<file path="src/hififo_settings.svh">
`ifndef HIFIFO_SETTINGS_SVH
`define HIFIFO_SETTINGS_SVH

// to-PC buffer depth in 64-bit words, as log2
`define HIFIFO_DEPTH_LOG2 6

// words carried by one memory-write TLP
`define HIFIFO_BURST_WORDS 16

// host ring size in bytes, a whole number of bursts
`define HIFIFO_RING_BYTES 1024

// PIO word-address width, taken from DW2 bits 15:3
`define HIFIFO_PIO_AW 13

// returned on a read of PIO address 0
`define HIFIFO_VERSION 257

`endif

</file>
<file path="src/hififo_pkg.sv">
`include "hififo_settings.svh"

package hififo_pkg;

   typedef logic [63:0] data_word_t;

   typedef logic [`HIFIFO_PIO_AW-1:0] pio_addr_t;

   // host byte address
   typedef logic [63:0] dma_addr_t;

   // one extra bit so that a full buffer is representable
   typedef logic [`HIFIFO_DEPTH_LOG2:0] fifo_count_t;

   typedef enum logic [1:0]
   {
      RX_IDLE,
      RX_ADDR,
      RX_HIGH,
      RX_SKIP
   } rx_state_e;

   typedef enum logic [2:0]
   {
      TX_IDLE,
      TX_CPL_HDR,
      TX_CPL_DATA,
      TX_WR_HDR,
      TX_WR_DATA
   } tx_state_e;

endpackage

</file>
<file path="src/pcie_tlp_pkg.sv">
package pcie_tlp_pkg;

   // one TLP double word
   typedef logic [31:0] tlp_dw_t;

   // one 64-bit stream beat, lower DW in bits 31:0
   typedef logic [63:0] tlp_beat_t;

   // bus/device/function
   typedef logic [15:0] pcie_id_t;

   typedef logic [7:0] tlp_tag_t;

   // payload length in DWs
   typedef logic [9:0] tlp_len_t;

   // fmt/type field as found in DW0 bits 30:24
   typedef enum logic [6:0]
   {
      MRD32 = 7'h00,
      MWR32 = 7'h40,
      MWR64 = 7'h60,
      CPLD  = 7'h4A
   } tlp_kind_e;

endpackage

</file>
<file path="src/hififo_pcie.sv">
module hififo_pcie
   import pcie_tlp_pkg::*;
   import hififo_pkg::*;
(
   input  logic       clock,
   input  logic       rst,
   input  pcie_id_t   pcie_id,
   input  logic       rx_tvalid,
   input  logic       rx_tlast,
   input  tlp_beat_t  rx_tdata,
   input  logic       tx_tready,
   output logic       tx_tvalid,
   output tlp_beat_t  tx_tdata,
   output logic       tx_tlast,
   output logic       tx_1dw,
   output logic       interrupt,
   input  logic       fifo_write,
   input  data_word_t fifo_data,
   output logic       fifo_ready
);

   // PIO requests from the receive parser
   logic       write_valid;
   logic       read_valid;
   pio_addr_t  address;
   data_word_t data;
   pcie_id_t   req_id;
   tlp_tag_t   req_tag;

   // register block outputs
   dma_addr_t  dma_base;
   logic       base_load;
   logic       dma_enable;
   logic       rc_done;
   data_word_t rc_data;
   pcie_id_t   rc_req_id;
   tlp_tag_t   rc_tag;
   logic [6:0] rc_addr_low;

   // buffer to transmit
   logic       wr_valid;
   logic       wr_ready;
   dma_addr_t  wr_addr;
   data_word_t burst_data;
   logic       burst_read;
   logic       burst_done;

   pcie_rx rx
   (
      .clock       (clock),
      .rst         (rst),
      .rx_tvalid   (rx_tvalid),
      .rx_tlast    (rx_tlast),
      .rx_tdata    (rx_tdata),
      .write_valid (write_valid),
      .read_valid  (read_valid),
      .address     (address),
      .data        (data),
      .req_id      (req_id),
      .req_tag     (req_tag)
   );

   pcie_pio_regs regs
   (
      .clock       (clock),
      .rst         (rst),
      .write_valid (write_valid),
      .read_valid  (read_valid),
      .address     (address),
      .data        (data),
      .req_id      (req_id),
      .req_tag     (req_tag),
      .burst_done  (burst_done),
      .interrupt   (interrupt),
      .dma_base    (dma_base),
      .base_load   (base_load),
      .dma_enable  (dma_enable),
      .rc_done     (rc_done),
      .rc_data     (rc_data),
      .rc_req_id   (rc_req_id),
      .rc_tag      (rc_tag),
      .rc_addr_low (rc_addr_low)
   );

   hififo_tpc_fifo tpc_fifo
   (
      .clock      (clock),
      .rst        (rst),
      .fifo_write (fifo_write),
      .fifo_data  (fifo_data),
      .dma_base   (dma_base),
      .base_load  (base_load),
      .dma_enable (dma_enable),
      .wr_ready   (wr_ready),
      .burst_read (burst_read),
      .fifo_ready (fifo_ready),
      .wr_valid   (wr_valid),
      .wr_addr    (wr_addr),
      .burst_data (burst_data),
      .burst_done (burst_done)
   );

   pcie_tx tx
   (
      .clock       (clock),
      .rst         (rst),
      .pcie_id     (pcie_id),
      .rc_done     (rc_done),
      .rc_data     (rc_data),
      .rc_req_id   (rc_req_id),
      .rc_tag      (rc_tag),
      .rc_addr_low (rc_addr_low),
      .wr_valid    (wr_valid),
      .wr_addr     (wr_addr),
      .burst_data  (burst_data),
      .tx_tready   (tx_tready),
      .wr_ready    (wr_ready),
      .burst_read  (burst_read),
      .tx_tvalid   (tx_tvalid),
      .tx_tdata    (tx_tdata),
      .tx_tlast    (tx_tlast),
      .tx_1dw      (tx_1dw)
   );

endmodule

</file>
<file path="src/hififo_tpc_fifo.sv">
`include "hififo_settings.svh"

module hififo_tpc_fifo
   import hififo_pkg::*;
(
   input  logic       clock,
   input  logic       rst,
   input  logic       fifo_write,
   input  data_word_t fifo_data,
   input  dma_addr_t  dma_base,
   input  logic       base_load,
   input  logic       dma_enable,
   input  logic       wr_ready,
   input  logic       burst_read,
   output logic       fifo_ready,
   output logic       wr_valid,
   output dma_addr_t  wr_addr,
   output data_word_t burst_data,
   output logic       burst_done
);

   localparam int PW = `HIFIFO_DEPTH_LOG2;
   localparam int BW = `HIFIFO_BURST_WORDS;
   localparam int CW = $clog2(BW);
   localparam fifo_count_t DEPTH = fifo_count_t'(1 << PW);
   localparam dma_addr_t BURST_BYTES = dma_addr_t'(BW * 8);
   localparam dma_addr_t RING_BYTES = dma_addr_t'(`HIFIFO_RING_BYTES);

   data_word_t    mem [DEPTH];
   logic [PW-1:0] wr_ptr;
   logic [PW-1:0] rd_ptr;
   fifo_count_t   count;
   logic [CW-1:0] pop_cnt;
   logic          in_burst;
   logic          push;
   dma_addr_t     ring_offset;

   assign fifo_ready = count != DEPTH;
   assign push       = fifo_write && fifo_ready;
   assign burst_data = mem[rd_ptr];
   assign burst_done = burst_read && pop_cnt == CW'(BW - 1);

   // a burst is offered once, and not again until its last word is gone
   assign wr_valid = dma_enable && !in_burst && count >= fifo_count_t'(BW);
   assign wr_addr  = dma_base + ring_offset;

   always_ff @(posedge clock)
   begin
      if (push)
         mem[wr_ptr] <= fifo_data;
   end

   always_ff @(posedge clock)
   begin
      if (rst)
      begin
         wr_ptr      <= '0;
         rd_ptr      <= '0;
         count       <= '0;
         pop_cnt     <= '0;
         in_burst    <= 1'b0;
         ring_offset <= '0;
      end
      else
      begin
         if (push)
            wr_ptr <= wr_ptr + 1'b1;
         if (burst_read)
         begin
            rd_ptr  <= rd_ptr + 1'b1;
            pop_cnt <= burst_done ? '0 : pop_cnt + 1'b1;
         end
         case ({push, burst_read})
            2'b10:   count <= count + 1'b1;
            2'b01:   count <= count - 1'b1;
            default: count <= count;
         endcase
         if (wr_ready)
            in_burst <= 1'b1;
         else if (burst_done)
            in_burst <= 1'b0;
         // step through the host ring, base write starts over
         if (base_load)
            ring_offset <= '0;
         else if (burst_done)
            ring_offset <= (ring_offset == RING_BYTES - BURST_BYTES) ?
                           '0 : ring_offset + BURST_BYTES;
      end
   end

   a_no_pop_empty: assert property (@(posedge clock) disable iff (rst)
      burst_read |-> count != '0);

   a_no_push_full: assert property (@(posedge clock) disable iff (rst)
      fifo_write |-> fifo_ready);

endmodule

</file>
<file path="src/pcie_pio_regs.sv">
`include "hififo_settings.svh"

module pcie_pio_regs
   import pcie_tlp_pkg::*;
   import hififo_pkg::*;
(
   input  logic       clock,
   input  logic       rst,
   input  logic       write_valid,
   input  logic       read_valid,
   input  pio_addr_t  address,
   input  data_word_t data,
   input  pcie_id_t   req_id,
   input  tlp_tag_t   req_tag,
   input  logic       burst_done,
   output logic       interrupt,
   output dma_addr_t  dma_base,
   output logic       base_load,
   output logic       dma_enable,
   output logic       rc_done,
   output data_word_t rc_data,
   output pcie_id_t   rc_req_id,
   output tlp_tag_t   rc_tag,
   output logic [6:0] rc_addr_low
);

   // bursts handed to the host since reset
   data_word_t burst_count;

   always_ff @(posedge clock)
   begin
      if (rst)
      begin
         interrupt   <= 1'b0;
         dma_enable  <= 1'b0;
         base_load   <= 1'b0;
         rc_done     <= 1'b0;
         burst_count <= '0;
      end
      else
      begin
         base_load <= write_valid && address == pio_addr_t'(1);
         rc_done   <= read_valid;
         if (burst_done)
            burst_count <= burst_count + 1'b1;
         if (write_valid && address == pio_addr_t'(0))
            interrupt <= data[0];
         if (write_valid && address == pio_addr_t'(2))
            dma_enable <= data[0];
      end
   end

   always_ff @(posedge clock)
   begin
      if (write_valid && address == pio_addr_t'(1))
         dma_base <= data;
      if (read_valid)
      begin
         case (address)
            pio_addr_t'(0): rc_data <= data_word_t'(`HIFIFO_VERSION);
            pio_addr_t'(1): rc_data <= dma_base;
            pio_addr_t'(3): rc_data <= burst_count;
            default:        rc_data <= '0;
         endcase
         rc_req_id   <= req_id;
         rc_tag      <= req_tag;
         // byte address bits 6:0 of the request
         rc_addr_low <= {address[3:0], 3'b000};
      end
   end

endmodule

</file>
<file path="src/pcie_rx.sv">
module pcie_rx
   import pcie_tlp_pkg::*;
   import hififo_pkg::*;
(
   input  logic       clock,
   input  logic       rst,
   input  logic       rx_tvalid,
   input  logic       rx_tlast,
   input  tlp_beat_t  rx_tdata,
   output logic       write_valid,
   output logic       read_valid,
   output pio_addr_t  address,
   output data_word_t data,
   output pcie_id_t   req_id,
   output tlp_tag_t   req_tag
);

   rx_state_e  state;
   logic       is_read;
   logic [6:0] fmt_type;
   tlp_len_t   length;

   // header fields of beat 0
   assign fmt_type = rx_tdata[30:24];
   assign length   = rx_tdata[9:0];

   always_ff @(posedge clock)
   begin
      if (rst)
      begin
         state       <= RX_IDLE;
         is_read     <= 1'b0;
         write_valid <= 1'b0;
         read_valid  <= 1'b0;
      end
      else
      begin
         write_valid <= 1'b0;
         read_valid  <= 1'b0;
         if (rx_tvalid)
         begin
            case (state)
               RX_IDLE:
               begin
                  // a single-beat TLP is never one of ours
                  if (!rx_tlast)
                  begin
                     if (fmt_type == MWR32 && length == tlp_len_t'(2))
                     begin
                        state   <= RX_ADDR;
                        is_read <= 1'b0;
                     end
                     else if (fmt_type == MRD32 && length == tlp_len_t'(2))
                     begin
                        state   <= RX_ADDR;
                        is_read <= 1'b1;
                     end
                     else
                        state <= RX_SKIP;
                  end
               end
               RX_ADDR:
               begin
                  if (is_read)
                  begin
                     read_valid <= rx_tlast;
                     state      <= rx_tlast ? RX_IDLE : RX_SKIP;
                  end
                  else
                     state <= rx_tlast ? RX_IDLE : RX_HIGH;
               end
               RX_HIGH:
               begin
                  write_valid <= rx_tlast;
                  state       <= rx_tlast ? RX_IDLE : RX_SKIP;
               end
               default:
               begin
                  if (rx_tlast)
                     state <= RX_IDLE;
               end
            endcase
         end
      end
   end

   // payload capture, held until the next TLP overwrites it
   always_ff @(posedge clock)
   begin
      if (rx_tvalid && state == RX_IDLE)
      begin
         req_id  <= rx_tdata[63:48];
         req_tag <= rx_tdata[47:40];
      end
      if (rx_tvalid && state == RX_ADDR)
      begin
         address    <= rx_tdata[3 +: $bits(pio_addr_t)];
         data[31:0] <= rx_tdata[63:32];
      end
      if (rx_tvalid && state == RX_HIGH)
         data[63:32] <= rx_tdata[31:0];
   end

   a_one_strobe: assert property (@(posedge clock) disable iff (rst)
      !(write_valid && read_valid));

endmodule

</file>
<file path="src/pcie_tx.sv">
`include "hififo_settings.svh"

module pcie_tx
   import pcie_tlp_pkg::*;
   import hififo_pkg::*;
(
   input  logic       clock,
   input  logic       rst,
   input  pcie_id_t   pcie_id,
   input  logic       rc_done,
   input  data_word_t rc_data,
   input  pcie_id_t   rc_req_id,
   input  tlp_tag_t   rc_tag,
   input  logic [6:0] rc_addr_low,
   input  logic       wr_valid,
   input  dma_addr_t  wr_addr,
   input  data_word_t burst_data,
   input  logic       tx_tready,
   output logic       wr_ready,
   output logic       burst_read,
   output logic       tx_tvalid,
   output tlp_beat_t  tx_tdata,
   output logic       tx_tlast,
   output logic       tx_1dw
);

   localparam int BW = `HIFIFO_BURST_WORDS;
   localparam int CW = $clog2(BW);

   tx_state_e     state;
   logic [CW-1:0] word_cnt;
   logic          cpl_pending;
   dma_addr_t     wr_addr_q;
   tlp_dw_t       cpl_dw0;
   tlp_dw_t       cpl_dw1;
   tlp_dw_t       cpl_dw2;
   tlp_dw_t       wr_dw0;
   tlp_dw_t       wr_dw1;

   // completion with 2 DWs of data, byte count 8
   assign cpl_dw0 = {1'b0, CPLD, 14'b0, tlp_len_t'(2)};
   assign cpl_dw1 = {pcie_id, 4'b0, 12'd8};
   assign cpl_dw2 = {rc_req_id, rc_tag, 1'b0, rc_addr_low};

   // 64-bit address write, all bytes enabled
   assign wr_dw0 = {1'b0, MWR64, 14'b0, tlp_len_t'(2 * BW)};
   assign wr_dw1 = {pcie_id, 8'h00, 4'hF, 4'hF};

   // completions go first
   assign wr_ready   = state == TX_IDLE && !cpl_pending && wr_valid;
   assign burst_read = state == TX_WR_DATA && tx_tready;
   assign tx_tvalid  = state != TX_IDLE;

   always_comb
   begin
      tx_tdata = '0;
      tx_tlast = 1'b0;
      tx_1dw   = 1'b0;
      case (state)
         TX_CPL_HDR:  tx_tdata = {cpl_dw1, cpl_dw0};
         TX_CPL_DATA:
         begin
            if (word_cnt == '0)
               tx_tdata = {rc_data[31:0], cpl_dw2};
            else
            begin
               // high data DW alone in the last beat
               tx_tdata = {32'b0, rc_data[63:32]};
               tx_tlast = 1'b1;
               tx_1dw   = 1'b1;
            end
         end
         TX_WR_HDR:
         begin
            if (word_cnt == '0)
               tx_tdata = {wr_dw1, wr_dw0};
            else
               tx_tdata = {wr_addr_q[31:0], wr_addr_q[63:32]};
         end
         TX_WR_DATA:
         begin
            tx_tdata = burst_data;
            tx_tlast = word_cnt == CW'(BW - 1);
         end
         default: tx_tdata = '0;
      endcase
   end

   always_ff @(posedge clock)
   begin
      if (wr_ready)
         wr_addr_q <= wr_addr;
   end

   always_ff @(posedge clock)
   begin
      if (rst)
      begin
         state       <= TX_IDLE;
         word_cnt    <= '0;
         cpl_pending <= 1'b0;
      end
      else
      begin
         case (state)
            TX_IDLE:
            begin
               if (cpl_pending)
                  state <= TX_CPL_HDR;
               else if (wr_valid)
                  state <= TX_WR_HDR;
            end
            TX_CPL_HDR:
            begin
               if (tx_tready)
                  state <= TX_CPL_DATA;
            end
            TX_CPL_DATA:
            begin
               if (tx_tready)
               begin
                  word_cnt <= tx_tlast ? '0 : word_cnt + 1'b1;
                  if (tx_tlast)
                  begin
                     state       <= TX_IDLE;
                     cpl_pending <= 1'b0;
                  end
               end
            end
            TX_WR_HDR:
            begin
               if (tx_tready)
               begin
                  word_cnt <= (word_cnt == '0) ? CW'(1) : '0;
                  if (word_cnt != '0)
                     state <= TX_WR_DATA;
               end
            end
            TX_WR_DATA:
            begin
               if (tx_tready)
               begin
                  word_cnt <= tx_tlast ? '0 : word_cnt + 1'b1;
                  if (tx_tlast)
                     state <= TX_IDLE;
               end
            end
            default: state <= TX_IDLE;
         endcase
         if (rc_done)
            cpl_pending <= 1'b1;
      end
   end

   // only one host read in flight
   a_cpl_not_lost: assert property (@(posedge clock) disable iff (rst)
      rc_done |-> !cpl_pending);

   a_stall_hold: assert property (@(posedge clock) disable iff (rst)
      tx_tvalid && !tx_tready |=>
         tx_tvalid && $stable(tx_tdata) && $stable(tx_tlast) && $stable(tx_1dw));

endmodule

</file>
<file path="config.mk">
export PLATFORM = sky130hd
export DESIGN_NAME = hififo_pcie
export DESIGN_NICKNAME = d
export VERILOG_FILES = /design/src/hififo_pkg.sv /design/src/pcie_tlp_pkg.sv /design/src/hififo_pcie.sv /design/src/hififo_tpc_fifo.sv /design/src/pcie_pio_regs.sv /design/src/pcie_rx.sv /design/src/pcie_tx.sv
export VERILOG_INCLUDE_DIRS = /design/src /design/src/src
export SDC_FILE = /design/constraint.sdc
export NUM_CORES = 2
export LEC_CHECK = 0
export BUFFER_PORTS_ARGS = -buffer_cell sky130_fd_sc_hd__buf_2
export CAP_MARGIN = 5
export CORE_AREA = 2 2 571 573
export CTS_BUF_LIST = sky130_fd_sc_hd__clkbuf_4 sky130_fd_sc_hd__clkbuf_8
export CTS_CLUSTER_DIAMETER = 30
export CTS_CLUSTER_SIZE = 20
export DETAILED_ROUTE_END_ITERATION = 12
export DIE_AREA = 0 0 573 575
export GPL_TIMING_DRIVEN = 0
export PLACE_DENSITY = 0.71
export SLEW_MARGIN = 40
export SYNTH_ARGS = -nofsm -noshare
export SYNTH_HDL_FRONTEND = slang
export SYNTH_SLANG_ARGS = --single-unit
</file>
<file path="constraint.sdc">
create_clock -name clock -period 7.6 [get_ports clock]
set_clock_uncertainty 0.05 [all_clocks]
set_input_delay 0.76 -clock clock [delete_from_list [all_inputs] [get_ports clock]]
set_output_delay 0.76 -clock clock [all_outputs]
set_load 0.01 [all_outputs]
</file>
==> impl_metrics.toml <==
[run_status]
status = "finished, violations left"
violations = "DRC"

[power]
p_leak_nw = 67.5
ir_worst_vdd_uv = 194
power.density_nw_per_um2 = 249

[yosys]
synth_cell_types = 74
synth_top_cell_area_share_pct = 74.8
syn_area_per_cell_um2 = 22.5
async_flop_share_pct = 0
synth_most_common_cell = "edfxtp_1"
synth_top_flop_cell = "edfxtp_1"
synth_edf_count = 4417
synth.area.top_cells = "edfxtp_1, mux4_2, dfxtp_1, nor2_1, clkbuf_1"
ys_ff_latch = 4585
synth_warnings = 0
synthCells = 7870
syn-num-nets = 8086
synthTopCellsByCount = "edfxtp_1, mux4_2, nor2_1"
synth-seq-area-share_pct = 76.7
netlist_area_um2 = 177000
synth_largest_area_cell = "edfxtp_1"

[drt]
via_per_inst = 6.73
final_antenna_net_count = 0
first_pass_iters = 13
dr_total_vias = 96900
drc_errors = 3
drtIter0Drc = 16600
routedWlPerCell_um = 37.9
wirelength_um = 546000

[critical_path]
worstSetupEndpointType = "output port"
arrival_ns = 6.39
reg2regPathDepth = 18
worst_ep_required_time_ns = 6.79
r2r_setup_slack_ns = 2.88
critPathLaunchType = "flop"
timing.rr.end = "tpc_fifo.count[6]"
regToRegStartpoint = "tpc_fifo.count[4]"
critPathKind = "reg -> out"
cp_max_fo = 10
critPathCapture = "tx_tdata[5]"

[sta]
finalCritPeriodShare_pct = 94.7
whs_ns = 0.0623
slew_headroom_pct = 32.0
tightestPinTransition_ns = 1.02
final-hold-violation-count = 0
finalSetupViolCount = 0
final.min_clock_period_ns = 7.20
rsz0062_at_grt = "false"
setup-tns-final_ns = 0
slew_violations = 0
fmax_mhz = 139
timing.final.ws_setup_ns = 0.403

[floorplanning]
coreArea_um2 = 323000
die_width_um = 573
start_util_pct = 54.9
die_area_um2 = 329000
die_height_um = 575
ios = 219
rows = 209

[cells_and_area]
area_growth_pct = 20.0
fin_util_pct = 65.9
design_area_um2 = 213000
nets = 9634
drive_gt1_share_pct = 36.7

[clock_tree]
root_buffer = "clkbuf_8"
post_cts_buffers = 0
htree_levels = 6
insertion_delay_ns = 1.29
cts_tree = "built"
clock_sinks = 4585
cts_made_buffers = 726
clk_pin_slew_ns = 0.07
clk_path_buf_depth = 4

[placement]
place_area_um2 = 194000
place.gp.congestion = 0.955
pre_cts_slack_ns = 1.94
hpwlAfterDp_um = 373000
portBuffers = 217

[grt]
grt_usage_pct = 32.9
grt_overflow = 0
busiest_layer = "met2"
grt.met1_usage_pct = 43.7
grt_antenna_before_repair = 37
met2_usage_pct = 50.2
grt_pass1_wl_um = 747000
grt_pass1_vias = 94800
grt_max_degree = 65
use_met3_pct = 9.37

[flow_run]
drv_cap = 0

[min_path]
hold_path_class = "in -> reg"
report_power, final:
group | switching [mW] | internal (mW)
Combinational | 0.607 | 0.211
Sequential | 0.0255 | 27.7
Clock | 11.0 | 13.3
layout by cell type (no fill, tap or decap), drive strengths merged, types with 66 or more instances in the layout:
cell type | netlist | final
a21oi | 122 | 122
buf | 151 | 830
bufinv | 0 | 99
clkbuf | 246 | 1067
clkinv | 0 | 240
clkinvlp | 0 | 81
dfxtp | 168 | 168
dlygate4sd3 | 0 | 132
edfxtp | 4417 | 4417
ha | 66 | 66
inv | 45 | 173
mux2i | 68 | 68
mux4 | 1344 | 1344
nand2 | 180 | 180
nor2 | 340 | 340
o21ai | 80 | 80
xnor2 | 69 | 69
xor2 | 94 | 94
stage by stage:
stage / instances / total power, mW
after detailed placement: 12900 / 29.1
after global placement: 12400 / 29.0
after global routing: 14400 / 54.1
final: 14400 / 53.0
after CTS: 14400 / 53.0
after floorplan: 7870 / 28.5
cell families after synthesis:
| logic type | synth area share, % |
|---|---|
| fa+ha+maj | 0.465 |
| flops | 76.7 |
| simple gates | 2.14 |
| xor+xnor | 0.805 |
| compound gates | 1.45 |
| buf+inv | 1.04 |
| mux | 17.4 |
state kept, by name, summed over array words and instances, names as in the netlist, 6 cells and up, named ones only:
signal / flops
regs.burst_count: 64
rx.req_id: 16
rx.address: 13
tpc_fifo.rd_ptr: 6
regs.rc_req_id: 16
regs.rc_tag: 8
regs.dma_base: 64
rx.req_tag: 8
tpc_fifo.wr_ptr: 6
rx.data: 64
tpc_fifo.ring_offset: 57
tpc_fifo.mem: 4096
tx.wr_addr_q: 64
tpc_fifo.count: 7
regs.rc_data: 64
per-layer routing:
metal / up-vias / wire, um
li1: 36800 / -
met1: 50500 / 187000
met2: 7966 / 250000
met3: 1600 / 73100
met4: 32 / 35100
met5: - / 203
final cells by class:
class / count / area [um2]
clock inverter: 548 / 6350
fill: 20000 / 110000
sequential: 4585 / 136000
tap: 4325 / 5410
clock buffer: 813 / 10700
buffer: 397 / 1860
multi-input combinational: 2843 / 40100
inverter: 45 / 176
antenna: 21 / 52.6
timing repair buffer: 820 / 12300
timing repair:
| item | CTS | global route |
|---|---|---|
| hold buffers | 120 | 12 |
| hold endpoints to repair | 2740 | 363 |
| resized for setup | 0 | 0 |
worst max-delay path, cell delays in order (launching register included):
cell      delay (ns)
dfxtp_1         0.34
clkbuf_2        0.52
clkbuf_2        0.58
clkbuf_1        0.55
clkbuf_1        0.71
mux4_2          0.43
mux4_2          0.53
mux4_2          0.49
nand2_1         0.35
nand3_1         0.32
buf_2           0.23
worst min path at each step:
| stage | from | to | slack, ns | cells past startpoint |
|---|---|---|---|---|
| after floorplan | regs.base_load | tpc_fifo.ring_offset[7] | 0.34 | 1 |
| after global placement | rx.req_id[4] | regs.rc_req_id[4] | 0.35 | 0 |
| after detailed placement | rx.data[23] | regs.dma_base[23] | 0.35 | 0 |
| after CTS | fifo_write | tpc_fifo.wr_ptr[1] | 0.006 | 4 |
| after global routing | fifo_write | tpc_fifo.wr_ptr[1] | 0.05 | 4 |
| final | fifo_write | tpc_fifo.wr_ptr[1] | 0.06 | 4 |
(Power assumes the default switching activity.)
